`src/common/bram_settings.svh`:
```
`ifndef BRAM_SETTINGS_SVH
`define BRAM_SETTINGS_SVH

// AXI4-Lite bus widths
`define BRAM_AXI_ADDR_WIDTH 16 // Byte address, bits 15:12 must be zero
`define BRAM_AXI_DATA_WIDTH 32

// Bank organization
`define BRAM_NUM_BANKS 4 // Selected by address bits 11:10
`define BRAM_BANK_ADDR_WIDTH 8 // 256 words per bank
`define BRAM_BANK_SEL_WIDTH 2 // Must cover BRAM_NUM_BANKS

`endif

```
`src/common/bram_pkg.sv`:
```
`default_nettype none

`include "bram_settings.svh"

package bram_pkg;

  // Address field boundaries
  localparam int WORD_LSB = $clog2(`BRAM_AXI_DATA_WIDTH / 8); // Byte offset below this
  localparam int BANK_LSB = WORD_LSB + `BRAM_BANK_ADDR_WIDTH;
  localparam int HIGH_LSB = BANK_LSB + `BRAM_BANK_SEL_WIDTH; // Upper bits, must be zero

  // AXI response codes
  localparam logic [1:0] RESP_OKAY = 2'b00;
  localparam logic [1:0] RESP_SLVERR = 2'b10;

  // Bank write request, all zero when idle
  typedef struct packed {
    logic                                en;   // Address was in range
    logic [`BRAM_BANK_ADDR_WIDTH-1:0]    addr; // Word index
    logic [`BRAM_AXI_DATA_WIDTH-1:0]     data;
    logic [`BRAM_AXI_DATA_WIDTH/8-1:0]   be;   // Byte enables from wstrb
  } bram_wr_t;

  // Bank read request, broadcast to every bank
  typedef struct packed {
    logic                                en;
    logic [`BRAM_BANK_ADDR_WIDTH-1:0]    addr;
  } bram_rd_t;

endpackage

`default_nettype wire

```
`src/axi_bram_reader/axi_bram_reader.sv`:
```
`timescale 1ns/100ps
`default_nettype none

`include "bram_settings.svh"

module axi_bram_reader
(
  input  wire                                                     aclk,
  input  wire                                                     aresetn,

  input  wire  [`BRAM_AXI_ADDR_WIDTH-1:0]                         s_axi_araddr,
  input  wire                                                     s_axi_arvalid,
  output logic                                                    s_axi_arready,
  output logic [`BRAM_AXI_DATA_WIDTH-1:0]                         s_axi_rdata,
  output logic [1:0]                                              s_axi_rresp,
  output logic                                                    s_axi_rvalid,
  input  wire                                                     s_axi_rready,

  input  wire  [`BRAM_NUM_BANKS-1:0][`BRAM_AXI_DATA_WIDTH-1:0]    bank_rd_data,
  output bram_pkg::bram_rd_t                                      rd_req
);

  logic                               arready_reg;
  logic                               rd_pend_reg; // Bank read in flight
  logic                               rvalid_reg;
  logic [`BRAM_BANK_SEL_WIDTH-1:0]    rd_bank_reg;
  logic                               rd_err_reg;
  logic [`BRAM_AXI_DATA_WIDTH-1:0]    rdata_reg;
  logic [1:0]                         rresp_reg;
  logic                               ar_start;
  logic                               ar_hs;

  // Only one read in progress at a time
  assign ar_start = s_axi_arvalid & ~arready_reg & ~rd_pend_reg & ~rvalid_reg;
  assign ar_hs = arready_reg & s_axi_arvalid;

  // Every bank reads the same word index, the latched bank number picks one later
  assign rd_req = '{en: arready_reg,
                    addr: s_axi_araddr[bram_pkg::BANK_LSB-1:bram_pkg::WORD_LSB]};

  always_ff @(posedge aclk)
  begin
    if (~aresetn)
    begin
      arready_reg <= 1'b0;
      rd_pend_reg <= 1'b0;
      rvalid_reg <= 1'b0;
    end
    else
    begin
      arready_reg <= ar_start; // Single-cycle pulse
      rd_pend_reg <= ar_hs;
      if (rd_pend_reg)
        rvalid_reg <= 1'b1;
      else if (s_axi_rready & rvalid_reg)
        rvalid_reg <= 1'b0;
    end
  end

  // Bank number and range check ride along with the bank latency
  always_ff @(posedge aclk)
  begin
    if (ar_hs)
    begin
      rd_bank_reg <= s_axi_araddr[bram_pkg::HIGH_LSB-1:bram_pkg::BANK_LSB];
      rd_err_reg <= |s_axi_araddr[`BRAM_AXI_ADDR_WIDTH-1:bram_pkg::HIGH_LSB];
    end

    if (rd_pend_reg)
    begin
      rdata_reg <= rd_err_reg ? '0 : bank_rd_data[rd_bank_reg];
      rresp_reg <= rd_err_reg ? bram_pkg::RESP_SLVERR : bram_pkg::RESP_OKAY;
    end
  end

  assign s_axi_arready = arready_reg;
  assign s_axi_rvalid = rvalid_reg;
  assign s_axi_rdata = rdata_reg; // Held until rready
  assign s_axi_rresp = rresp_reg;

endmodule

`default_nettype wire

```
`config.mk`:
```
export PLATFORM = sky130hd
export DESIGN_NAME = axi_bram_reader
export DESIGN_NICKNAME = d
export VERILOG_FILES = /design/src/common/bram_pkg.sv /design/src/axi_bram_reader/axi_bram_reader.sv
export VERILOG_INCLUDE_DIRS = /design/src /design/src/common
export SDC_FILE = /design/constraint.sdc
export NUM_CORES = 1
export LEC_CHECK = 0
export BUFFER_PORTS_ARGS = -buffer_cell sky130_fd_sc_hd__buf_4
export CORE_MARGIN = 2
export CORE_UTILIZATION = 30
export DETAILED_ROUTE_END_ITERATION = 10
export PLACE_DENSITY = 0.68
export SYNTH_ARGS = -nofsm -noshare
export SYNTH_HDL_FRONTEND = slang
export SYNTH_SLANG_ARGS = --single-unit
```
`constraint.sdc`:
```
create_clock -name aclk -period 1.35 [get_ports aclk]
set_input_delay 0.2025 -clock aclk [delete_from_list [all_inputs] [get_ports aclk]]
set_output_delay 0.2025 -clock aclk [all_outputs]
set_load 0.01 [all_outputs]
```
== After elaboration in Yosys (flattened, before gate mapping) ==
Cells that the tools add are included.

* Order comparisons: 1
* Muxes and demuxes: 5
* Bitwise operators: 8
* Reductions and logical operators: 2

{| class="wikitable"
|+ Operators by type and width
! cell !! count
|-
| binary-select mux 32 bit (select 2 bit) || 1
|-
| two-way mux 32 bit || 1
|-
| bitwise AND 1 bit || 5
|-
| OR reduction 4 bit || 1
|-
| less-than comparator 2 x 3 -> 1 bit, second input constant || 1
|-
| inverter 1 bit || 3
|-
| two-way mux 1 bit || 2
|-
| two-way mux 2 bit || 1
|-
| nonzero test 2 bit || 1
|}

* Register bits after elaboration: 40
* Bits of input ports: 148

== Logic depth before layout (Yosys ltp) ==
Gate-level depths: netlist (run 1).

* Depth in word-level cells: 4
* Depth in mapped cells: 4

== Worst setup path before layout (run 1) ==
No wires, ideal clock.

* Path type: reg-to-reg
* Start point: register rd_pend_reg
* End point: register rdata_reg[0] (netlist: s_axi_rdata[0]), enable pin
* Library setup time: 0.394 ns
* Data arrival time: 1.021 ns
* Required time: 0.956 ns
* Slack: -0.065 ns
* Stages on the path, launching flop included: 1
* Buffers on the path: 0
* Cell sequence: dfxtp_1

{| class="wikitable"
|+ RTL lines
! element !! RTL line !! source
|-
| start: declaration || axi_bram_reader.sv:24 || <nowiki>logic rd_pend_reg;</nowiki>
|-
| start signal: assignment || axi_bram_reader.sv:52 || <nowiki>rd_pend_reg <= ar_hs;</nowiki>
|-
| end signal: assignment || axi_bram_reader.sv:71 || <nowiki>rdata_reg <= rd_err_reg ? '0 : bank_rd_data[rd_bank_reg];</nowiki>
|-
| end: declaration || axi_bram_reader.sv:28 || <nowiki>logic [`BRAM_AXI_DATA_WIDTH-1:0] rdata_reg;</nowiki>
|}

No word-level cell between the ends.

== Worst setup path after layout (run 1) ==
* Start point: register rd_bank_reg[1]
* End point: register rdata_reg[4] (netlist: s_axi_rdata[4]), data pin

* Word-level cells in the longest chain between the ends: 2

{| class="wikitable"
|+ RTL lines
! element !! RTL line !! source
|-
| start: declaration || axi_bram_reader.sv:26 || <nowiki>logic [`BRAM_BANK_SEL_WIDTH-1:0] rd_bank_reg;</nowiki>
|-
| start signal: assignment || axi_bram_reader.sv:65 || <nowiki>rd_bank_reg <= s_axi_araddr[bram_pkg::HIGH_LSB-1:bram_pkg::BANK_LSB];</nowiki>
|-
| binary-select mux 32 bit (select 2 bit) || axi_bram_reader.sv:71 ||
|-
| two-way mux 32 bit (implied by the code) || axi_bram_reader.sv:71 ||
|}

Every way passes these cells. The select of a mux whose other input is x is not followed.
A chain may end at the register's enable or synchronous reset.

==> results of run 1 <==
through the flow:
stage          utilization   TNS [ns]  setup WS [ns]  hold WS (ns)
5_1_grt             0.5141  -0.005559      -0.005559       0.06832
4_1_cts             0.5125          0        0.04906       0.07529
3_5_place_dp        0.4943          0        0.05651        0.3823
3_3_place_gp        0.4943          0        0.06641        0.3820
6_report            0.5141          0        0.04768       0.08722
2_1_floorplan            -          0         0.1647        0.3014
layer usage:
metal,GRT usage,share of wire,vias to the layer above
li1,-,-,994
met1,0.1770,0.37,927
met2,0.2811,0.52,111
met3,0.04841,0.098,12
met4,0.05051,0.016,0
met5,0,0,-
where the power goes:
| group | internal, mW | leakage [nW] | switching, mW |
|---|---|---|---|
| Clock | 0.739 | 0.0654 | 0.408 |
| Combinational | 0.376 | 1.36 | 0.177 |
| Sequential | 1.34 | 0.356 | 0.00820 |
repair_timing:
item,in CTS,in global routing
gates resized for setup,0,3
endpoints found under the setup margin,0,4
buffers inserted,0,0
cells by family (layout without fill, tap and decap cells):
kind of cell,after synthesis,in the layout
buffers and inverters,24,196
AOI/OAI and AO/OA,33,33
and+or+nand+nor,8,8
DFF,39,39
muxes,64,64
other,1,1
worst max-delay path by stage:
stage / startpoint / to / slack (ns) / cells after the start
after detailed placement: rd_bank_reg[1]$_DFFE_PP_ / s_axi_rdata[2]$_SDFFCE_PP0P_ / 0.06 / 4
final: rd_bank_reg[1]$_DFFE_PP_ / s_axi_rdata[4]$_SDFFCE_PP0P_ / 0.05 / 4
after floorplan: rd_bank_reg[0]$_DFFE_PP_ / s_axi_rdata[10]$_SDFFCE_PP0P_ / 0.16 / 3
after global routing: rd_bank_reg[1]$_DFFE_PP_ / s_axi_rdata[12]$_SDFFCE_PP0P_ / -0.006 / 4
after global placement: rd_bank_reg[1]$_DFFE_PP_ / s_axi_rdata[8]$_SDFFCE_PP0P_ / 0.07 / 4
after CTS: rd_bank_reg[1]$_DFFE_PP_ / s_axi_rdata[2]$_SDFFCE_PP0P_ / 0.05 / 4
synthesized netlist by cell type:
library cell,instances,share of area
mux2i_1,64,0.28
or2_1,1,0.0028
o21a_1,1,0.0033
buf_2,1,0.0022
nand2_1,1,0.0017
buf_4,10,0.033
buf_8,3,0.020
or2b_1,1,0.0033
conb_1,1,0.0017
and2_1,1,0.0028
and3_1,1,0.0028
or4_1,1,0.0033
dfxtp_1,3,0.027
clkbuf_1,1,0.0017
o22ai_1,32,0.088
nor4_1,1,0.0028
nor2b_1,1,0.0028
buf_6,8,0.040
edfxtp_1,36,0.48
buf_1,1,0.0017
final cells by class:
cell class,count,area [sq um],share of cell area
timing repair buffer,188,1436,0.3832
sequential,39,1142,0.3047
clock buffer,6,72.57,0.01936
tap,99,123.9,0.03304
multi-input combinational,106,913.4,0.2437
clock inverter,2,60.06,0.01602
==> qor.yml, run 1 <==
final_common_cell: "buf_4"
yosys.area_share.simple: 0.02209
largest_reg_flops: 32
ctsHoldBuffers: 0
rsz0062_at_grt: "true"
synth_top_family_by_area: "multiplexers"
ant_nets: 0
track_usage: 0.1568
io_pins: 193
syn_area_per_cell_sq_um: 13.41
crit_type: "register to register"
h-tree-depth: 2
dp_cells: 432
cp-end-kind: "register"
crit_path_cell_trace: "buf_4 -> buf_12 -> mux2i_2 -> o22ai_1"
ys_ff_latch: 39
cts_tree: "yes"
period_minus_slack_ns: 1.302
wl_per_cell_um: 14.68
vdd_drop_max_mv: 0.4558
worst-path-max-fanout: 16
core_area_sq_mm: 0.007292
clk_latency_ns: 0.29
hold_viol_final: 0
die_y_um: 90.91
routed_wl_mm: 6.461
setup_violations: 0
slowest_stage: "edfxtp_1"
io_buffers: 173
hp-class: "primary input to register"
yosysWarnings: 0
reg2regPathDepth: 4
gp_congestion: 0.7049
antenna_found_initial: 0
total_power_mw: 3.050
fmax_ghz: 0.7679
cp.arrival_ns: 1.34
p_leak_nw: 1.780
status: "complete, no violations"
design.die.area_sq_mm: 0.008265
start_util: 0.3107
synth_compound_area_frac: 0.09166
drtIter0Drc: 44
power.density_mw_per_mm2: 813.6
ys_seq_area_frac: 0.5036
holdPathEnd: "rd_bank_reg[0]$_DFFE_PP_"
diodes: 0
r2r-start: "rd_bank_reg[1]$_DFFE_PP_"
worst_setup_hold_path_clk_slew_ns: 0.08
timing.critical_path.buf_inv: 2
design_area_sq_mm: 0.003749
rrSetupSlack_ns: 0.05
clk_root_buffer_cell: "clkbuf_8"
crit_path_start_kind: "register"
crit_family: "buffers and inverters"
fillers: 688
slowest_delay_ns: 0.35
netlist_area_sq_mm: 0.002266
layout.nets: 488
drc: 0
grt_pass1_vias: 2116
gr-total-overflow: 0
firstDrtPassIters: 4
rows: 31
grt_pass1_wl_mm: 10.16
synth-xor-area-share: 0
mostFrequentLayoutCells: "186 x buf_4, 61 x mux2i_1, 36 x edfxtp_1, 32 x o22ai_1, 5 x clkbuf_8"
cts_buffer_depth: 2
hold_start: "s_axi_araddr[10]"
max-cap-violations: 0
dieWidth_um: 90.91
hold_path_depth: 1
vias: 2044
syn2layout_area_growth_pct: 65.43
synth_fa_ha_area_frac: 0
cts_sinks: 39
grt_max_degree: 26
drive_gt1_frac: 0.5836
min_period_over_period: 0.9647
dpl.hpwl_mm: 5.212
finClkSkew_ns: 0.004025
cp.required_ns: 1.39
drv_slew: 0
yosysUniqueCellTypes: 20
syn_inst: 169
via_per_inst: 4.645
r2r_end: "s_axi_rdata[4]$_SDFFCE_PP0P_"
layout.cells.non_filler: 440
synth_nets: 317
place_area_sq_mm: 0.003605
muxShareOfSynthArea: 0.2827
cts_buffers: 5
Note: power is estimated with default switching activity, not from simulation.
==> run 2, diff against run 1 <==
- CTS_BUF_LIST: unset -> sky130_fd_sc_hd__clkbuf_2 sky130_fd_sc_hd__clkbuf_4 sky130_fd_sc_hd__clkbuf_8
==> run 2 against run 1 <==
Utilization up 0.051 points; worst hold slack about the same; sequential power about the same; wire length unchanged; critical path type unchanged; critical endpoint unchanged; largest cell class unchanged; highest routed layer unchanged.
==> qor.yml, run 2 (synthesis results as in run 1) <==
status: "complete, no violations"
crit_type: "register to register"
start_util: 0.3107  # unchanged
p_leak_nw: 1.783  # +0.19%
die_y_um: 90.91  # unchanged
io_buffers: 173  # unchanged
drtIter0Drc: 44  # unchanged
via_per_inst: 4.645  # unchanged
dpl.hpwl_mm: 5.212  # unchanged
routed_wl_mm: 6.461  # unchanged
pwr-share-comb: 0.180  # about the same
setup_violations: 0  # unchanged
swShare: 0.1931  # -0.001248
holdWs_ns: 0.08723  # +0.000003600 ns
crit_path_start_kind: "register"
antenna_found_initial: 0  # unchanged
hp-class: "primary input to register"
finClkSkew_ns: 0.004025  # unchanged
vdd_drop_max_mv: 0.4558  # about the same
worst_setup_hold_path_clk_slew_ns: 0.08  # about the same
min_period_over_period: 0.9647  # about the same
design.die.area_sq_mm: 0.008265  # unchanged
cts_tree: "yes"
slowest_stage: "edfxtp_1"
ant_nets: 0  # unchanged
cp.required_ns: 1.39  # about the same
core_area_sq_mm: 0.007292  # unchanged
drc: 0  # unchanged
pwr-share-seq: 0.440  # -0.003
cts_buffer_depth: 2  # unchanged
wl_per_cell_um: 14.68  # unchanged
worst-path-max-fanout: 16  # unchanged
slowest_delay_ns: 0.35  # about the same
gr-total-overflow: 0  # unchanged
tns_ns: 0  # unchanged
final_common_cell: "buf_4"
io_pins: 193  # unchanged
cts_buffers: 5  # unchanged
grt_pass1_vias: 2116  # unchanged
syn2layout_area_growth_pct: 65.60
rows: 31  # unchanged
vias: 2044  # unchanged
internal_power_mw: 2.477  # +0.82%
largest_reg_flops: 32  # unchanged
clk_latency_ns: 0.29  # about the same
mostFrequentLayoutCells: "186 x buf_4, 61 x mux2i_1, 36 x edfxtp_1, 32 x o22ai_1, 5 x clkbuf_8"
diodes: 0  # unchanged
timing.critical_path.buf_inv: 2  # unchanged
power_frac_clock: 0.380  # +0.004
cp-end-kind: "register"
cts_sinks: 39  # unchanged
crit_family: "buffers and inverters"
drive_gt1_frac: 0.5865  # +0.002933
firstDrtPassIters: 4  # unchanged
power_switching_mw: 0.5930  # about the same
grt_pass1_wl_mm: 10.16  # unchanged
fmax_ghz: 0.7679  # about the same
dieWidth_um: 90.91  # unchanged
cp.arrival_ns: 1.34  # about the same
layout.nets: 488  # unchanged
h-tree-depth: 2  # unchanged
gp_congestion: 0.7049  # unchanged
track_usage: 0.1568  # unchanged
hold_viol_final: 0  # unchanged
crit_path_cell_trace: "buf_4 -> buf_12 -> mux2i_2 -> o22ai_1"
power.density_mw_per_mm2: 818.2  # +0.56%
grt_max_degree: 26  # unchanged
period_minus_slack_ns: 1.302  # +0.00001240 ns
max-cap-violations: 0  # unchanged
place_ws_ns: 0.05651  # unchanged
finalWorstSetupSlack_ns: 0.04767  # -0.00001240 ns
rsz0062_at_grt: "true"
final_core_util: 0.5146  # +0.0005150
drv_slew: 0  # unchanged
total_power_mw: 3.070  # +0.66%
clk_root_buffer_cell: "clkbuf_8"
fillers: 688  # unchanged
ctsHoldBuffers: 0  # unchanged
-- run 2: cell counts in the layout (fill, tap and decap cells not counted) --
Identical to the previous run, type by type.
-- run 2: layout make-up --
class | instances | area (sq um) | area share
Clock inverter | 2 | 60.06 | 0.01601
Sequential cell | 39 | 1142 | 0.3044
Tap cell | 99 | 123.9 | 0.03301
Multi-Input combinational cell | 106 | 913.4 | 0.2434
Clock buffer | 6 | 76.32 | 0.02034
Timing Repair Buffer | 188 | 1436 | 0.3828
-- run 2: final timing paths --
kind,startpoint,end,slack [ns],cells after the start
worst min-delay path,s_axi_araddr[10],rd_bank_reg[0]$_DFFE_PP_,0.09,1
worst max-delay path,rd_bank_reg[1]$_DFFE_PP_,s_axi_rdata[4]$_SDFFCE_PP0P_,0.05,4
worst min register to register,rd_err_reg$_DFFE_PP_,s_axi_rresp[1]$_DFFE_PP_,0.46,0
worst max register to register,rd_bank_reg[1]$_DFFE_PP_,s_axi_rdata[4]$_SDFFCE_PP0P_,0.05,4
-- run 2: power groups by stage --
| stage | clock network [mW] | registers (mW) | logic [mW] |
|---|---|---|---|
| after floorplan | 0 | 1.39 | 0.201 |
| after global placement | 0 | 1.38 | 0.543 |
| after detailed placement | 0 | 1.38 | 0.555 |
| after CTS | 1.19 | 1.35 | 0.557 |
| after global routing | 1.25 | 1.35 | 0.601 |
| final | 1.17 | 1.35 | 0.553 |
-- run 2: per-layer routing --
layer	part of all wire	routed length, um	up-vias	GRT usage
li1	-	-	994	-
met1	0.37	2382	927	0.1770
met2	0.52	3342	111	0.2811
met3	0.098	635	12	0.04841
met4	0.016	101	0	0.05051
met5	0	0	-	0
-- run 2: worst reg2reg max path, stage by stage, from the launching register on --
cell and delay [ns]:
edfxtp_1 0.35, buf_4 0.19, buf_12 0.18, mux2i_2 0.23, o22ai_1 0.09
-- run 2: repair_timing --
| item | CTS | global route |
|---|---|---|
| endpoints found under the hold margin | 0 | 0 |
| setup endpoints to repair | 0 | 4 |
| setup buffers | 0 | 0 |
| gates resized for setup | 0 | 3 |
-- run 2: stage by stage --
| stage | area [sq um] | cells |
|---|---|---|
| floorplan | 2267 | 169 |
| global placement | 3605 | 432 |
| detailed placement | 3605 | 432 |
| global route | 3752 | 440 |
| CTS | 3741 | 440 |
| finish | 3752 | 440 |
==> run 3, diff against run 2 <==
- PLACE_DENSITY: 0.68 -> 0.76
- clock period: 1.35 -> 1.68 ns (I/O delays scaled with it)
==> run 3 against run 2 <==
Sequential cell count did not move; non-clock buffer count fell by 8; fmax fell by 3.3%; utilization fell by 1.4 points; count of clock-buffer cells in the layout rose by 1; worst hold slack improved by 0.055 ns; clock power fell by 44%; global-route usage fell by 1.5 points; clock skew rose by 0.0026 ns; design area fell by 2.7%; first-iteration DRC count fell by 27%; worst setup slack improved by 0.29 ns; largest power group unchanged.
==> qor.yml, run 3 (synthesis results as in run 1) <==
hold_viol_final: 0  # unchanged
slowest_delay_ns: 0.44  # +0.09 ns
max-cap-violations: 0  # unchanged
final_common_cell: "buf_4"
die_y_um: 90.91  # unchanged
worst-path-max-fanout: 36  # +20
io_pins: 193  # unchanged
clk_latency_ns: 0.29  # about the same
via_per_inst: 4.653  # +0.16%
period_minus_slack_ns: 1.347  # +0.04462 ns
cp.arrival_ns: 1.38  # +0.04 ns
internal_power_mw: 1.722  # -30%
layout.cells.non_filler: 432  # -1.8%
h-tree-depth: 2  # unchanged
largest_reg_flops: 32  # unchanged
dpl.hpwl_mm: 4.889  # -6.2%
ctsHoldBuffers: 0  # unchanged
swShare: 0.2092  # +0.01604
crit_path_start_kind: "register"
vdd_drop_max_mv: 0.2420  # -47%
start_util: 0.3107  # unchanged
worst_setup_hold_path_clk_slew_ns: 0.08  # about the same
ant_nets: 0  # unchanged
fillers: 673  # -2.2%
p_leak_nw: 1.735  # -2.7%
cp.required_ns: 1.72  # +0.33 ns
cts_tree: "yes"
crit_start: "rd_bank_reg[1]$_DFFE_PP_"
power_frac_clock: 0.302  # -0.078
cts_buffer_depth: 2  # unchanged
gp_congestion: 0.7336  # +4.1%
crit_family: "flip-flops"
post_cts_buffers: 0  # unchanged
grt_pass1_wl_mm: 9.425  # -7.3%
power.density_mw_per_mm2: 596.1  # -27%
slowest_stage: "edfxtp_1"
post_cts_resize_count: 0  # unchanged
syn2layout_area_growth_pct: 61.18
hold_path_depth: 1  # unchanged
rows: 31  # unchanged
hold_start: "s_axi_araddr[11]"
drive_gt1_frac: 0.5676  # -0.01894
pwr-share-comb: 0.198  # +0.018
cts_buffers: 5  # unchanged
design.die.area_sq_mm: 0.008265  # unchanged
antenna_found_initial: 0  # unchanged
pwr-share-seq: 0.500  # +0.060
setup_violations: 0  # unchanged
finClkSkew_ns: 0.006609  # +0.002584 ns
mostFrequentLayoutCells: "177 x buf_4, 64 x mux2i_1, 36 x edfxtp_1, 32 x o22ai_1, 6 x clkbuf_8"
cts_sinks: 39  # unchanged
r2r-start: "rd_bank_reg[1]$_DFFE_PP_"
power_switching_mw: 0.4554  # -23%
track_usage: 0.1417  # -0.01509
layout.nets: 480  # -1.6%
crit_cells: 3  # -1
crit_path_cell_trace: "buf_12 -> mux2i_1 -> o22ai_1"
reg2regPathDepth: 3  # -1
min_period_over_period: 0.8018  # -0.1629
clk_root_buffer_cell: "clkbuf_8"
grt_pass1_vias: 2055  # -2.9%
routed_wl_mm: 6.093  # -5.7%
firstDrtPassIters: 4  # unchanged
status: "complete, no violations"
gr-total-overflow: 0  # unchanged
drc: 0  # unchanged
rsz0062_at_grt: "false"
core_area_sq_mm: 0.007292  # unchanged
timing.critical_path.buf_inv: 1  # -1
crit_type: "register to register"
drv_slew: 0  # unchanged
tns_ns: 0  # unchanged
drtIter0Drc: 32  # -27%
vias: 2010  # -1.7%
wl_per_cell_um: 14.10  # -3.9%
hp-class: "primary input to register"
fmax_ghz: 0.7424  # -3.3%
dieWidth_um: 90.91  # unchanged
cp-end-kind: "register"
diodes: 0  # unchanged
io_buffers: 173  # unchanged
dp_cells: 424  # -1.9%
grt_max_degree: 37  # +42%
-- run 3: changes by cell type in the layout (fill, tap and decap cells not counted), sizes merged --
cell	delta
buf	-8
clkbuf	+1
clkinv	+1
bufinv	-2
-- run 3: layer usage --
layer,GRT usage,vias up,wire length [um]
li1,-,979,-
met1,0.1489,896,2237
met2,0.2593,119,3079
met3,0.04257,16,639
met4,0.06313,0,136
met5,0,-,0
-- run 3: worst paths after layout --
check                             endpoint  slack (ns)
max          s_axi_rdata[15]$_SDFFCE_PP0P_        0.33
min               rd_bank_reg[1]$_DFFE_PP_        0.14
max reg2reg  s_axi_rdata[15]$_SDFFCE_PP0P_        0.33
min reg2reg       s_axi_arready$_SDFF_PN0_        0.44
-- run 3: per-stage QoR --
stage               setup slack (ns)  hold slack, ns  utilization  total power [mW]  instance area [sq um]
finish                        0.3330          0.1423       0.5009             2.177                   3652
global route                  0.2600          0.1309       0.5009             2.276                   3652
CTS                           0.3196          0.1300       0.5009             2.214                   3652
detailed placement            0.3174          0.4315       0.4878             1.546                   3557
global placement              0.3562          0.4309       0.4878             1.534                   3557
floorplan                     0.2652          0.3509            -             1.281                   2266
-- run 3: layout make-up --
class | instances | area [sq um] | share of cell area
Multi-Input combinational cell | 106 | 902.1 | 0.2470
Tap cell | 99 | 123.9 | 0.03392
Sequential cell | 39 | 1142 | 0.3128
Timing Repair Buffer | 180 | 1389 | 0.3803
Clock buffer | 7 | 90.09 | 0.02467
Clock inverter | 1 | 5.005 | 0.001370
-- run 3: power groups by stage --
stage | Combinational [mW] | Sequential, mW | Clock (mW)
final | 0.430 | 1.09 | 0.658
after floorplan | 0.162 | 1.12 | 0
after global placement | 0.424 | 1.11 | 0
after global routing | 0.467 | 1.09 | 0.718
after CTS | 0.436 | 1.09 | 0.689
after detailed placement | 0.435 | 1.11 | 0
