==> src/common/bram_settings.svh <==
`ifndef BRAM_SETTINGS_SVH
`define BRAM_SETTINGS_SVH

// AXI4-Lite bus widths
`define BRAM_AXI_ADDR_WIDTH 16 // Byte address, bits 15:12 must be zero
`define BRAM_AXI_DATA_WIDTH 32

// Bank organization
`define BRAM_NUM_BANKS 4 // Selected by address bits 11:10
`define BRAM_BANK_ADDR_WIDTH 8 // 256 words per bank
`define BRAM_BANK_SEL_WIDTH 2 // Must cover BRAM_NUM_BANKS

`endif

==> src/common/bram_pkg.sv <==
`default_nettype none

`include "bram_settings.svh"

package bram_pkg;

  // Address field boundaries
  localparam int WORD_LSB = $clog2(`BRAM_AXI_DATA_WIDTH / 8); // Byte offset below this
  localparam int BANK_LSB = WORD_LSB + `BRAM_BANK_ADDR_WIDTH;
  localparam int HIGH_LSB = BANK_LSB + `BRAM_BANK_SEL_WIDTH; // Upper bits, must be zero

  // AXI response codes
  localparam logic [1:0] RESP_OKAY = 2'b00;
  localparam logic [1:0] RESP_SLVERR = 2'b10;

  // Bank write request, all zero when idle
  typedef struct packed {
    logic                                en;   // Address was in range
    logic [`BRAM_BANK_ADDR_WIDTH-1:0]    addr; // Word index
    logic [`BRAM_AXI_DATA_WIDTH-1:0]     data;
    logic [`BRAM_AXI_DATA_WIDTH/8-1:0]   be;   // Byte enables from wstrb
  } bram_wr_t;

  // Bank read request, broadcast to every bank
  typedef struct packed {
    logic                                en;
    logic [`BRAM_BANK_ADDR_WIDTH-1:0]    addr;
  } bram_rd_t;

endpackage

`default_nettype wire

==> src/axi_bram_writer/axi_bram_writer.sv <==
`timescale 1ns/100ps
`default_nettype none

`include "bram_settings.svh"

module axi_bram_writer
(
  input  wire                                aclk,
  input  wire                                aresetn,

  input  wire  [`BRAM_AXI_ADDR_WIDTH-1:0]    s_axi_awaddr,
  input  wire                                s_axi_awvalid,
  output logic                               s_axi_awready,
  input  wire  [`BRAM_AXI_DATA_WIDTH-1:0]    s_axi_wdata,
  input  wire  [`BRAM_AXI_DATA_WIDTH/8-1:0]  s_axi_wstrb,
  input  wire                                s_axi_wvalid,
  output logic                               s_axi_wready,
  output logic [1:0]                         s_axi_bresp,
  output logic                               s_axi_bvalid,
  input  wire                                s_axi_bready,

  output bram_pkg::bram_wr_t                 wr_req,     // Shared by all banks
  output logic [`BRAM_NUM_BANKS-1:0]         wr_bank_sel // One-hot bank strobe
);

  logic                               awready_reg, awready_next;
  logic                               bvalid_reg, bvalid_next;
  logic [1:0]                         bresp_reg;
  logic                               aw_hs;
  logic                               addr_err;
  logic [`BRAM_BANK_SEL_WIDTH-1:0]    aw_bank;

  assign aw_hs = awready_reg & s_axi_awvalid & s_axi_wvalid; // Both channels transfer here
  assign addr_err = |s_axi_awaddr[`BRAM_AXI_ADDR_WIDTH-1:bram_pkg::HIGH_LSB];
  assign aw_bank = s_axi_awaddr[bram_pkg::HIGH_LSB-1:bram_pkg::BANK_LSB];

  // Ready is a single-cycle pulse, held off while a response is pending
  always_comb
  begin
    awready_next = 1'b0;
    bvalid_next = bvalid_reg;

    if (s_axi_awvalid & s_axi_wvalid & ~awready_reg & ~bvalid_reg)
      awready_next = 1'b1;

    if (aw_hs)
      bvalid_next = 1'b1;

    if (s_axi_bready & bvalid_reg)
      bvalid_next = 1'b0; // Response accepted
  end

  always_ff @(posedge aclk)
  begin
    if (~aresetn)
    begin
      awready_reg <= 1'b0;
      bvalid_reg <= 1'b0;
      wr_bank_sel <= '0;
    end
    else
    begin
      awready_reg <= awready_next;
      bvalid_reg <= bvalid_next;
      wr_bank_sel <= '0;
      if (aw_hs && !addr_err)
        wr_bank_sel[aw_bank] <= 1'b1; // Valid for one cycle only
    end
  end

  // Request fields and response code
  always_ff @(posedge aclk)
  begin
    wr_req <= '0;
    if (aw_hs)
    begin
      wr_req.en <= ~addr_err;
      wr_req.addr <= s_axi_awaddr[bram_pkg::BANK_LSB-1:bram_pkg::WORD_LSB];
      wr_req.data <= s_axi_wdata;
      wr_req.be <= s_axi_wstrb;
      bresp_reg <= addr_err ? bram_pkg::RESP_SLVERR : bram_pkg::RESP_OKAY;
    end
  end

  assign s_axi_awready = awready_reg;
  assign s_axi_wready = awready_reg; // Address and data accepted together
  assign s_axi_bvalid = bvalid_reg;
  assign s_axi_bresp = bresp_reg;

endmodule

`default_nettype wire

==> config.mk <==
export PLATFORM = sky130hd
export DESIGN_NAME = axi_bram_writer
export DESIGN_NICKNAME = d
export VERILOG_FILES = /design/src/common/bram_pkg.sv /design/src/axi_bram_writer/axi_bram_writer.sv
export VERILOG_INCLUDE_DIRS = /design/src /design/src/common
export SDC_FILE = /design/constraint.sdc
export NUM_CORES = 1
export LEC_CHECK = 0
export BUFFER_PORTS_ARGS = -buffer_cell sky130_fd_sc_hd__buf_4
export CAP_MARGIN = 20
export CORE_MARGIN = 10
export CORE_UTILIZATION = 38
export CTS_CLUSTER_DIAMETER = 200
export CTS_CLUSTER_SIZE = 16
export DETAILED_ROUTE_END_ITERATION = 6
export PLACE_DENSITY_LB_ADDON = 0.25
export SYNTH_ARGS = -nofsm -noshare
export SYNTH_HDL_FRONTEND = slang
export SYNTH_SLANG_ARGS = --single-unit
==> constraint.sdc <==
create_clock -name aclk -period 1.59 [get_ports aclk]
set_clock_uncertainty 0.05 [all_clocks]
set_input_delay 0.2385 -clock aclk [delete_from_list [all_inputs] [get_ports aclk]]
set_output_delay 0.2385 -clock aclk [all_outputs]
set_load 0.01 [all_outputs]
Word-level counts from Yosys, hierarchy flattened. Index checks and enable logic that the tools add are counted.

Mux-type cells: 4. Order comparisons: 2. Reductions and logical operators: 6. Bitwise logic cells: 10.

Operators with widths (number): 1-bit AND (6); 1-bit NOT (4); 4-bit OR reduction (1); 2-bit by 3-bit < comparator with 1-bit output, second input constant (1); 1-bit demux with 2-bit select (1); 2-bit by 1-bit >= comparator with 1-bit output, second input constant (1); 1-bit logical AND (2); 1-bit two-way mux (2); 2-bit two-way mux (1); 2-bit AND reduction (1); 2-bit OR reduction (1); 1-bit zero test (1).

Output and inout port bits: 54. Bits in registers: 53.

Depth between registers and ports, before layout. Gate-level depths: netlist (run 1).

Depth in word-level cells: 4. Gate-level depth with buffers: 4. Gate-level depth less buffers: 3.

Worst setup path before layout (run 1). Ideal clock, no wire load.

Path type: register -> register. Start: register awready_reg (netlist: s_axi_awready). End: register bresp_reg[1] (netlist: s_axi_bresp[1]) (enable). Slack: 0.277 ns. Path buffers: 1. Period minus slack after synthesis: 1.313 ns. Library setup time: 0.321 ns. Cell stages (with the launch flop): 4. Arrival time: 0.942 ns. Path through: dfxtp_1 -> nand3_1 -> inv_2 -> clkbuf_1.

Cells in the longest elaborated chain, start to end: 2.

Ends and longest elaborated chain: start: declaration (line axi_bram_writer.sv:26) `logic awready_reg, awready_next;`; start signal: assignment (line axi_bram_writer.sv:63) `awready_reg <= awready_next;`; 1-bit AND (2 in a row) (line axi_bram_writer.sv:33) `assign aw_hs = awready_reg & s_axi_awvalid & s_axi_wvalid;`; named net aw_hs (line axi_bram_writer.sv:29) `logic aw_hs;`; end signal: assignment (line axi_bram_writer.sv:81) `bresp_reg <= addr_err ? bram_pkg::RESP_SLVERR : bram_pkg::RESP_OKAY;`; end: declaration (line axi_bram_writer.sv:28) `logic [1:0] bresp_reg;`.

The timed path passes the listed nets, and every way through them passes these cells. A chain may end at the register's enable or synchronous reset.

Final worst setup path (run 1).
Start: register awready_reg (netlist: s_axi_awready). End: register wr_req[27] (netlist bit).

Cells in the longest elaborated chain, start to end: 2.

Ends and longest elaborated chain: 1-bit AND (2 in a row) (line axi_bram_writer.sv:33); end: declaration (line axi_bram_writer.sv:22) `output bram_pkg::bram_wr_t wr_req,`.

Every way passes these cells.

==> metrics.md, run 1 <==
| Metric | Value |
|---|---|
| Clk root buf | clkbuf_8 |
| LEAKAGE | 1.20 nW |
| Htree depth | 2 |
| Final Hold Viols | 0 |
| Syn Std Cell Area | 1460 um^2 |
| R2r setup slk | 0.39 ns |
| Worst Setup SP | s_axi_awready$_SDFF_PN0_ |
| Synth Instances | 120 |
| Largest net degree at the start of global routing | 23 |
| Die Span X | 82.0 um |
| DR WL met2 | 1770 um |
| Final slew viol count | 0 |
| Status | completed |
| Clock latency on the worst-skew pair | 0.30 ns |
| Port Buf Inserts | 107 |
| Reg2reg end | wr_req[27]$_SDFF_PN0_ |
| Req. time, crit path | 1.79 ns |
| 1st-iter DRT viols | 28 |
| Crit path DAT | 1.39 ns |
| Via Count | 1,141 |
| Synth area leader | dfxtp_1 |
| First-pass GRT wire length | 5600 um |
| Hold Buf Count CTS | 0 |
| # nets final | 286 |
| HP Class | input port to flop |
| Chip Height | 82.0 um |
| Worst Setup Start Kind | flop |
| Post-Syn Nets | 177 |
| Reg-to-Reg Start | s_axi_awready$_SDFF_PN0_ |
| Most frequent cells in the layout | buf_4, dfxtp_1, and2_1 |
| Gpl congestion | 0.701 |
| Clock sinks | 52 |
| VDD IR max | 0.634 mV |
| Io pins | 111 |
| Top-area cell type share of the netlist area | 69.9% |
| DRT Wirelength | 3870 um |
| Setup crit end | wr_req[27]$_SDFF_PN0_ |
| Cells after DPL | 270 |
| Fin cells | 278 |
| Wirelength per Cell | 13.9 um |
| Initial antenna violation count | 0 |
| RSZ-0062 raised after global routing | no |
| Reg clk slew, reported paths | 0.09 ns |
| Grt ovf | 0 |
| Detailed Routing Iterations Pass 1 | 4 |
| Crit share post-route | 75.3% |
| DRC | 0 |
| Total GRT Usage | 11.2% |
| Max Cap Violations | 0 |
| Commonest non-fill, non-tap cell in the layout | buf_4 |
| Avg Inst Size Synth | 12.2 um^2 |
| Minimum clock period | 1.20 ns |
| Avg Vias per Cell | 4.10 |
| TritonCTS buffer count | 5 |
| Worst setup path class | flop to flop |
| Hpwl dp | 3230 um |
| FMAX | 0.835 GHz |
| Fillers | 328 |
| CTS tree | done |
| N_diodes | 0 |
| Metal3 WL | 670 um |
| Cts repair resizes | 0 |
| Die footprint | 6730 um^2 |
| Warnings from Yosys | 0 |
| Antenna Violating Nets Remaining | 0 |
| Worst-case reg-to-reg path depth | 4 |
| Post-CTS setup buffer count | 0 |
| Synthesis-to-layout area growth | 63.9% |
| Vias in the first global route | 1,176 |
| Initial core utilization | 39.6% |
| Top routing layer used | met4 |
| M1 wire length | 1370 um |
| Crit-path max FO | 22 |
| Post-route setup TNS | 0 ns |
| Fraction of layout cells with a size suffix above 1 | 51.7% |
| Ranking of synthesized cells by area | dfxtp_1, and2_1, edfxtp_1 |
| CTS Buffer Depth | 2 |
| P per Cell Area | 934 nW/um^2 |
| Endpoints failing setup | 0 |
| Row count | 22 |
| Yosys reg bits | 52 |
| Critical Path Sink Type | flop |
| Netlist cell types | 18 |
| Core area | 3690 um^2 |
| Sequential share of the synthesized area | 71.9% |
[report_power, final]
part | leakage [nW] | total [mW] | switching, mW | internal (mW)
logic | 0.723 | 0.148 | 0.0403 | 0.108
clock network | 0.0516 | 0.768 | 0.412 | 0.356
registers | 0.422 | 1.32 | 0.00386 | 1.32
[area by class of cell]
cell class,instances,area [um^2],area share [%]
Sequential cell,52,1050,43.9
Multi-Input combinational cell,59,362,15.1
Clock buffer,6,82.6,3.45
Inverter,2,7.51,0.313
Clock inverter,2,13.8,0.575
Tap cell,48,60.1,2.51
Timing Repair Buffer,109,818,34.2
[synth_stat cells, drive strengths merged]
cell	count
nor2	1
and2	44
buf	3
nand3b	1
clkbuf	4
nand2	2
nand3	1
or4	1
inv	2
nand2b	2
nor3	1
nor4	4
edfxtp	1
dfxtp	51
conb	1
o21ai	1
[layer usage]
metal	vias to the layer above	global-route usage [%]
li1	584	-
met1	482	11.8
met2	68	16.5
met3	7	8.19
met4	0	5.10
met5	-	0
[through the flow]
| stage | area (um^2) | setup slack (ns) | utilization, % | hold slack (ns) | power (mW) |
|---|---|---|---|---|---|
| after floorplan | 1460 | 0.277 | - | 0.265 | 1.38 |
| after global placement | 2300 | 0.300 | 62.3 | 0.373 | 1.50 |
| after detailed placement | 2300 | 0.239 | 62.3 | 0.375 | 1.50 |
| after CTS | 2390 | 0.369 | 64.9 | 0.0418 | 2.27 |
| after global routing | 2390 | 0.233 | 64.9 | 0.0416 | 2.34 |
| final | 2390 | 0.392 | 64.9 | 0.0553 | 2.24 |
[state kept, by name, indices dropped and copies added (netlist names)]
register and cells:
s_axi_awready 1, s_axi_bresp 1, s_axi_bvalid 1, wr_bank_sel 4, wr_req 45
[cell families (layout without fill, tap and decap cells)]
group | count (synthesis) | in the layout | share of synthesized area, %
compound gates | 1 | 1 | 0.342
buf+inv | 9 | 119 | 3.34
flops | 52 | 52 | 71.9
other cells | 1 | 1 | 0.257
simple gates | 57 | 57 | 24.1
[worst max-delay path, stage by stage, from the launching register on]
cell and delay, ns:
dfxtp_1 0.37, nand3_1 0.23, inv_2 0.14, buf_4 0.22, and2_1 0.14
[worst min path at each step]
stage                                end  slack, ns  cells after the start        startpoint
6_report       wr_bank_sel[1]$_SDFF_PN0_       0.06                      2  s_axi_awaddr[11]
2_1_floorplan  wr_bank_sel[1]$_SDFF_PN0_       0.27                      1  s_axi_awaddr[11]
3_3_place_gp   wr_bank_sel[1]$_SDFF_PN0_       0.37                      2  s_axi_awaddr[11]
4_1_cts        wr_bank_sel[1]$_SDFF_PN0_       0.04                      2  s_axi_awaddr[11]
5_1_grt        wr_bank_sel[1]$_SDFF_PN0_       0.04                      2  s_axi_awaddr[11]
3_5_place_dp   wr_bank_sel[1]$_SDFF_PN0_       0.37                      2  s_axi_awaddr[11]
Note: power is estimated with default switching activity, not from simulation.
==> run 2, diff against run 1 <==
--- a/config.mk
+++ b/config.mk
@@ -9,7 +9,7 @@
 export BUFFER_PORTS_ARGS = -buffer_cell sky130_fd_sc_hd__buf_4
 export CAP_MARGIN = 20
 export CORE_MARGIN = 10
-export CORE_UTILIZATION = 38
+export CORE_UTILIZATION = 35
 export CTS_CLUSTER_DIAMETER = 200
 export CTS_CLUSTER_SIZE = 16
 export DETAILED_ROUTE_END_ITERATION = 6
==> constraint.sdc (replaced) <==
create_clock -name aclk -period 1 [get_ports aclk]
set_clock_uncertainty 0.05 [all_clocks]
set_input_delay 0.15 -clock aclk [delete_from_list [all_inputs] [get_ports aclk]]
set_output_delay 0.15 -clock aclk [all_outputs]
set_load 0.01 [all_outputs]
==> metrics.md, run 2 (same netlist as run 1, synthesis figures left out) <==
| Metric | Value |
|---|---|
| Crit share post-route | 106% |
| Clk root buf | clkbuf_8 |
| Initial antenna violation count | 0 |
| Violated checks | negative setup slack |
| CTS Buffer Depth | 2 |
| CTS tree | done |
| Endpoints failing setup | 3 |
| Via Count | 1,306 |
| Grt ovf | 0 |
| N_diodes | 0 |
| Port Buf Inserts | 107 |
| Die Span X | 84.6 um |
| Worst path max stage delay | 0.34 ns |
| Hpwl dp | 3290 um |
| CP dominant cell by count | buf_6 |
| Crit path DAT | 0.86 ns |
| Core area | 4030 um^2 |
| Most frequent cells in the layout | buf_4, dfxtp_1, and2_1 |
| Gpl congestion | 0.701 |
| Htree depth | 2 |
| Vias in the first global route | 1,451 |
| Setup ws final | -0.0558 ns |
| Hold Slack | 0.00763 ns |
| Crit-path max FO | 3 |
| FMAX | 0.947 GHz |
| RSZ-0062 raised after global routing | yes |
| Worst Setup Start Kind | flop |
| Largest regs | wr_req: 45 flops, wr_bank_sel: 4 flops |
| Largest net degree at the start of global routing | 27 |
| Worst setup path class | flop to output port |
| Avg Vias per Cell | 4.08 |
| Power Total | 3.88 mW |
| DRT Wirelength | 4850 um |
| Die footprint | 7160 um^2 |
| Clock sinks | 52 |
| Req. time, crit path | 0.80 ns |
| Reg clk slew, reported paths | 0.09 ns |
| Post-route setup TNS | -0.127 ns |
| Synthesis-to-layout area growth | 100% |
| TritonCTS buffer count | 5 |
| HP Class | input port to flop |
| Fraction of layout cells with a size suffix above 1 | 47.4% |
| Final Hold Viols | 0 |
| First-pass GRT wire length | 7620 um |
| Total GRT Usage | 13.0% |
| Minimum clock period | 1.06 ns |
| Cells along the critical path | buf_6 -> buf_6 |
| Commonest non-fill, non-tap cell in the layout | buf_4 |
| Critical path's slowest cell | dfxtp_2 |
| Critical path buffer and inverter count | 2 |
| LEAKAGE | 1.41 nW |
| Max reg flops | 45 |
| CP delay by family, top | flip-flops |
| # nets final | 326 |
| Final slew viol count | 0 |
| 1st-iter DRT viols | 20 |
| Detailed Routing Iterations Pass 1 | 3 |
| Initial core utilization | 36.3% |
| Clock latency on the worst-skew pair | 0.29 ns |
| Critical Path Sink Type | output port |
| DRC | 0 |
| P per Cell Area | 1320 nW/um^2 |
| Io pins | 111 |
| Chip Height | 84.6 um |
| Wirelength per Cell | 15.2 um |
| VDD IR max | 0.910 mV |
| Max Cap Violations | 0 |
| Antenna Violating Nets Remaining | 0 |
| Row count | 23 |
| Most flop-heavy register | wr_req |
| Status | finished, violations left |
[run 2: cell types whose count changed in the layout (fill, tap and decap cells not counted), moves of 2 or more]
cell and delta:
buf_12 +2, dlygate4sd3_1 +37, nor4_1 -3, nor4_4 +3, dfxtp_1 -2, inv_4 +2
buf_4 -7, dfxtp_2 +2, buf_6 +7
[run 2: final timing paths]
check / cells after the start / slack [ns] / endpoint / start
min reg2reg: 2 / 0.45 / s_axi_bvalid$_SDFFE_PP0P_ / s_axi_bvalid$_SDFFE_PP0P_
max reg2reg: 3 / 0.01 / wr_bank_sel[0]$_SDFF_PN0_ / s_axi_awready$_SDFF_PN0_
max: 2 / -0.06 / s_axi_wready / s_axi_awready$_SDFF_PN0_
min: 2 / 0.008 / wr_req[11]$_SDFF_PN0_ / s_axi_wdata[7]
[run 2: area by class of cell]
cell class / count / area (um^2)
Timing Repair Buffer: 149 / 1280
Fill cell: 288 / 1100
Sequential cell: 52 / 1050
Multi-Input combinational cell: 59 / 412
Clock buffer: 5 / 68.8
Tap cell: 50 / 62.6
Clock inverter: 3 / 41.3
Inverter: 2 / 10.0
[run 2: repair_timing]
action / 4_1_cts / 5_1_grt
setup endpoints to repair: 6 / 9
hold endpoints to repair: 38 / 0
hold buffers: 37 / 0
setup buffers: 0 / 0
pin swaps: 0 / 3
resized for setup: 9 / 6
gates cloned: 0 / 1
[run 2: layer usage]
| metal | GRT usage (%) | vias up | part of all wire, % |
|---|---|---|---|
| met1 | 13.8 | 565 | 38 |
| li1 | - | 666 | - |
| met2 | 22.0 | 71 | 49 |
| met5 | 0 | - | 0 |
| met3 | 7.15 | 4 | 12 |
| met4 | 3.14 | 0 | 0.62 |
[run 2: report_power, final]
| part | internal (mW) | switching (mW) |
|---|---|---|
| sequential | 2.09 | 0.00703 |
| clock | 0.742 | 0.646 |
| combinational | 0.281 | 0.106 |
| total | 3.12 | 0.759 |
[run 2: per-stage QoR]
| step | instances | area [um^2] | utilization [%] | worst slack [ns] |
|---|---|---|---|---|
| finish | 320 | 2930 | 72.7 | -0.0558 |
| floorplan | 120 | 1470 | - | -0.116 |
| global placement | 274 | 2350 | 58.3 | -0.184 |
| global route | 320 | 2930 | 72.7 | -0.0809 |
| detailed placement | 274 | 2350 | 58.3 | -0.320 |
| CTS | 319 | 2880 | 71.4 | -0.0693 |
==> run 3, diff against run 2 <==
--- a/config.mk
+++ b/config.mk
@@ -9,11 +9,11 @@
 export BUFFER_PORTS_ARGS = -buffer_cell sky130_fd_sc_hd__buf_4
 export CAP_MARGIN = 20
 export CORE_MARGIN = 10
-export CORE_UTILIZATION = 35
+export CORE_UTILIZATION = 38
 export CTS_CLUSTER_DIAMETER = 200
 export CTS_CLUSTER_SIZE = 16
 export DETAILED_ROUTE_END_ITERATION = 6
-export PLACE_DENSITY_LB_ADDON = 0.25
+export PLACE_DENSITY = 0.89
 export SYNTH_ARGS = -nofsm -noshare
 export SYNTH_HDL_FRONTEND = slang
 export SYNTH_SLANG_ARGS = --single-unit
==> constraint.sdc (replaced) <==
create_clock -name aclk -period 0.99 [get_ports aclk]
set_clock_uncertainty 0.05 [all_clocks]
set_input_delay 0.1485 -clock aclk [delete_from_list [all_inputs] [get_ports aclk]]
set_output_delay 0.1485 -clock aclk [all_outputs]
set_load 0.01 [all_outputs]
==> metrics.md, run 3 (same netlist as run 1, synthesis figures left out) <==
| Metric | Value |
|---|---|
| VDD IR max | 0.713 mV |
| Hpwl dp | 3540 um |
| Grt ovf | 0 |
| Crit path DAT | 0.82 ns |
| Antenna Violating Nets Remaining | 0 |
| Final slew viol count | 0 |
| Initial core utilization | 39.6% |
| CTS tree | done |
| Io pins | 111 |
| Fillers | 252 |
| DRC | 0 |
| Worst Setup Start Kind | flop |
| Total GRT Usage | 12.9% |
| CP delay by family, top | flip-flops |
| Chip Height | 82.0 um |
| # nets final | 314 |
| Port Buf Inserts | 107 |
| P per Cell Area | 1350 nW/um^2 |
| Reg clk slew, reported paths | 0.09 ns |
| 1st-iter DRT viols | 31 |
| Critical path's slowest cell | edfxtp_1 |
| Fraction of layout cells with a size suffix above 1 | 50.0% |
| N_diodes | 0 |
| Via Count | 1,287 |
| Final Hold Viols | 0 |
| Crit share post-route | 103% |
| Violated checks | negative setup slack |
| CTS Buffer Depth | 2 |
| LEAKAGE | 1.34 nW |
| Clock latency on the worst-skew pair | 0.29 ns |
| Worst setup path class | flop to output port |
| Setup ws final | -0.0270 ns |
| Critical path buffer and inverter count | 1 |
| Commonest non-fill, non-tap cell in the layout | buf_4 |
| Max reg flops | 45 |
| Die footprint | 6730 um^2 |
| Largest net degree at the start of global routing | 24 |
| Synthesis-to-layout area growth | 89.4% |
| DRT Wirelength | 4770 um |
| Most flop-heavy register | wr_req |
| Worst path max stage delay | 0.39 ns |
| Gpl congestion | 0.711 |
| Hold Slack | 0.00515 ns |
| Initial antenna violation count | 0 |
| Die Span X | 82.0 um |
| Max Cap Violations | 0 |
| FMAX | 0.983 GHz |
| Endpoints failing setup | 1 |
| Power Total | 3.75 mW |
| Avg Vias per Cell | 4.21 |
| Vias in the first global route | 1,393 |
| Wirelength per Cell | 15.6 um |
| HP Class | input port to flop |
| Core area | 3690 um^2 |
| First-pass GRT wire length | 6550 um |
| Largest regs | wr_req: 45 flops, wr_bank_sel: 4 flops |
| Cells along the critical path | buf_6 |
| Htree depth | 2 |
| Clk root buf | clkbuf_8 |
| Most frequent cells in the layout | buf_4, dfxtp_1, and2_1 |
| Clock sinks | 52 |
| TritonCTS buffer count | 5 |
| Req. time, crit path | 0.79 ns |
| Critical Path Sink Type | output port |
| Minimum clock period | 1.02 ns |
| RSZ-0062 raised after global routing | yes |
| Detailed Routing Iterations Pass 1 | 4 |
| Fin util | 75.0% |
| Row count | 22 |
| Status | finished, violations left |
| Crit-path max FO | 1 |
==> run 3: changes by cell type in the layout (fill, tap and decap cells not counted), moves of 2 or more <==
| cell | previous run | this run |
|---|---|---|
| nor4_4 | 3 | 1 |
| buf_4 | 102 | 105 |
| dlygate4sd3_1 | 37 | 26 |
| and2_1 | 44 | 40 |
| and2_4 | 0 | 4 |
| buf_6 | 7 | 4 |
==> run 3: repair_timing <==
item                                    in CTS  in global routing
endpoints found under the hold margin       25                  2
endpoints found under the setup margin       6                 43
hold buffers                                24                  2
pin swaps                                    1                  2
setup buffers                                0                  1
gates resized for setup                      7                  8
==> run 3: final cells by class <==
| cell class | count | area (um^2) | share of cell area (%) |
|---|---|---|---|
| tap | 48 | 60.1 | 2.17 |
| sequential | 52 | 1060 | 38.2 |
| clock inverter | 1 | 5.00 | 0.181 |
| clock buffer | 7 | 97.6 | 3.53 |
| inverter | 2 | 10.0 | 0.362 |
| timing repair buffer | 137 | 1130 | 41.0 |
| multi-input combinational | 59 | 405 | 14.6 |
==> run 3: worst paths after layout <==
path,from,endpoint,slack [ns],cells after the start
min reg2reg,s_axi_awready$_SDFF_PN0_,s_axi_awready$_SDFF_PN0_,0.42,1
min,s_axi_wdata[2],wr_req[6]$_SDFF_PN0_,0.005,2
max,s_axi_bresp[1]$_DFFE_PP_,s_axi_bresp[1],-0.03,1
max reg2reg,s_axi_awready$_SDFF_PN0_,wr_bank_sel[0]$_SDFF_PN0_,0,3
==> run 3: metrics by stage <==
| step | cells | area (um^2) | TNS [ns] | worst slack (ns) |
|---|---|---|---|---|
| after CTS | 303 | 2710 | -0.0917 | -0.0488 |
| after floorplan | 120 | 1470 | -0.646 | -0.125 |
| final | 306 | 2770 | -0.0270 | -0.0270 |
| after detailed placement | 271 | 2340 | -0.982 | -0.268 |
| after global placement | 271 | 2340 | -0.786 | -0.181 |
| after global routing | 306 | 2770 | -0.206 | -0.0592 |
==> run 3: worst register-to-register path: cells and delay by family (launching register included) <==
| kind | cells | cell delay, ns |
|---|---|---|
| DFF | 1 | 0.39 |
| and+or+nand+nor | 2 | 0.33 |
| buffers and inverters | 1 | 0.14 |
==> run 3: where the power goes <==
part / total (mW) / switching, mW / internal [mW]
combinational: 0.349 / 0.0990 / 0.250
sequential: 2.12 / 0.00855 / 2.11
clock: 1.28 / 0.629 / 0.649
total: 3.75 / 0.736 / 3.01
==> run 3: routing by layer <==
layer | global-route usage (%) | part of all wire, %
met4 | 6.29 | 1.9
met2 | 26.9 | 56
met5 | 0 | 0
met1 | 10.3 | 33
met3 | 3.93 | 8.4
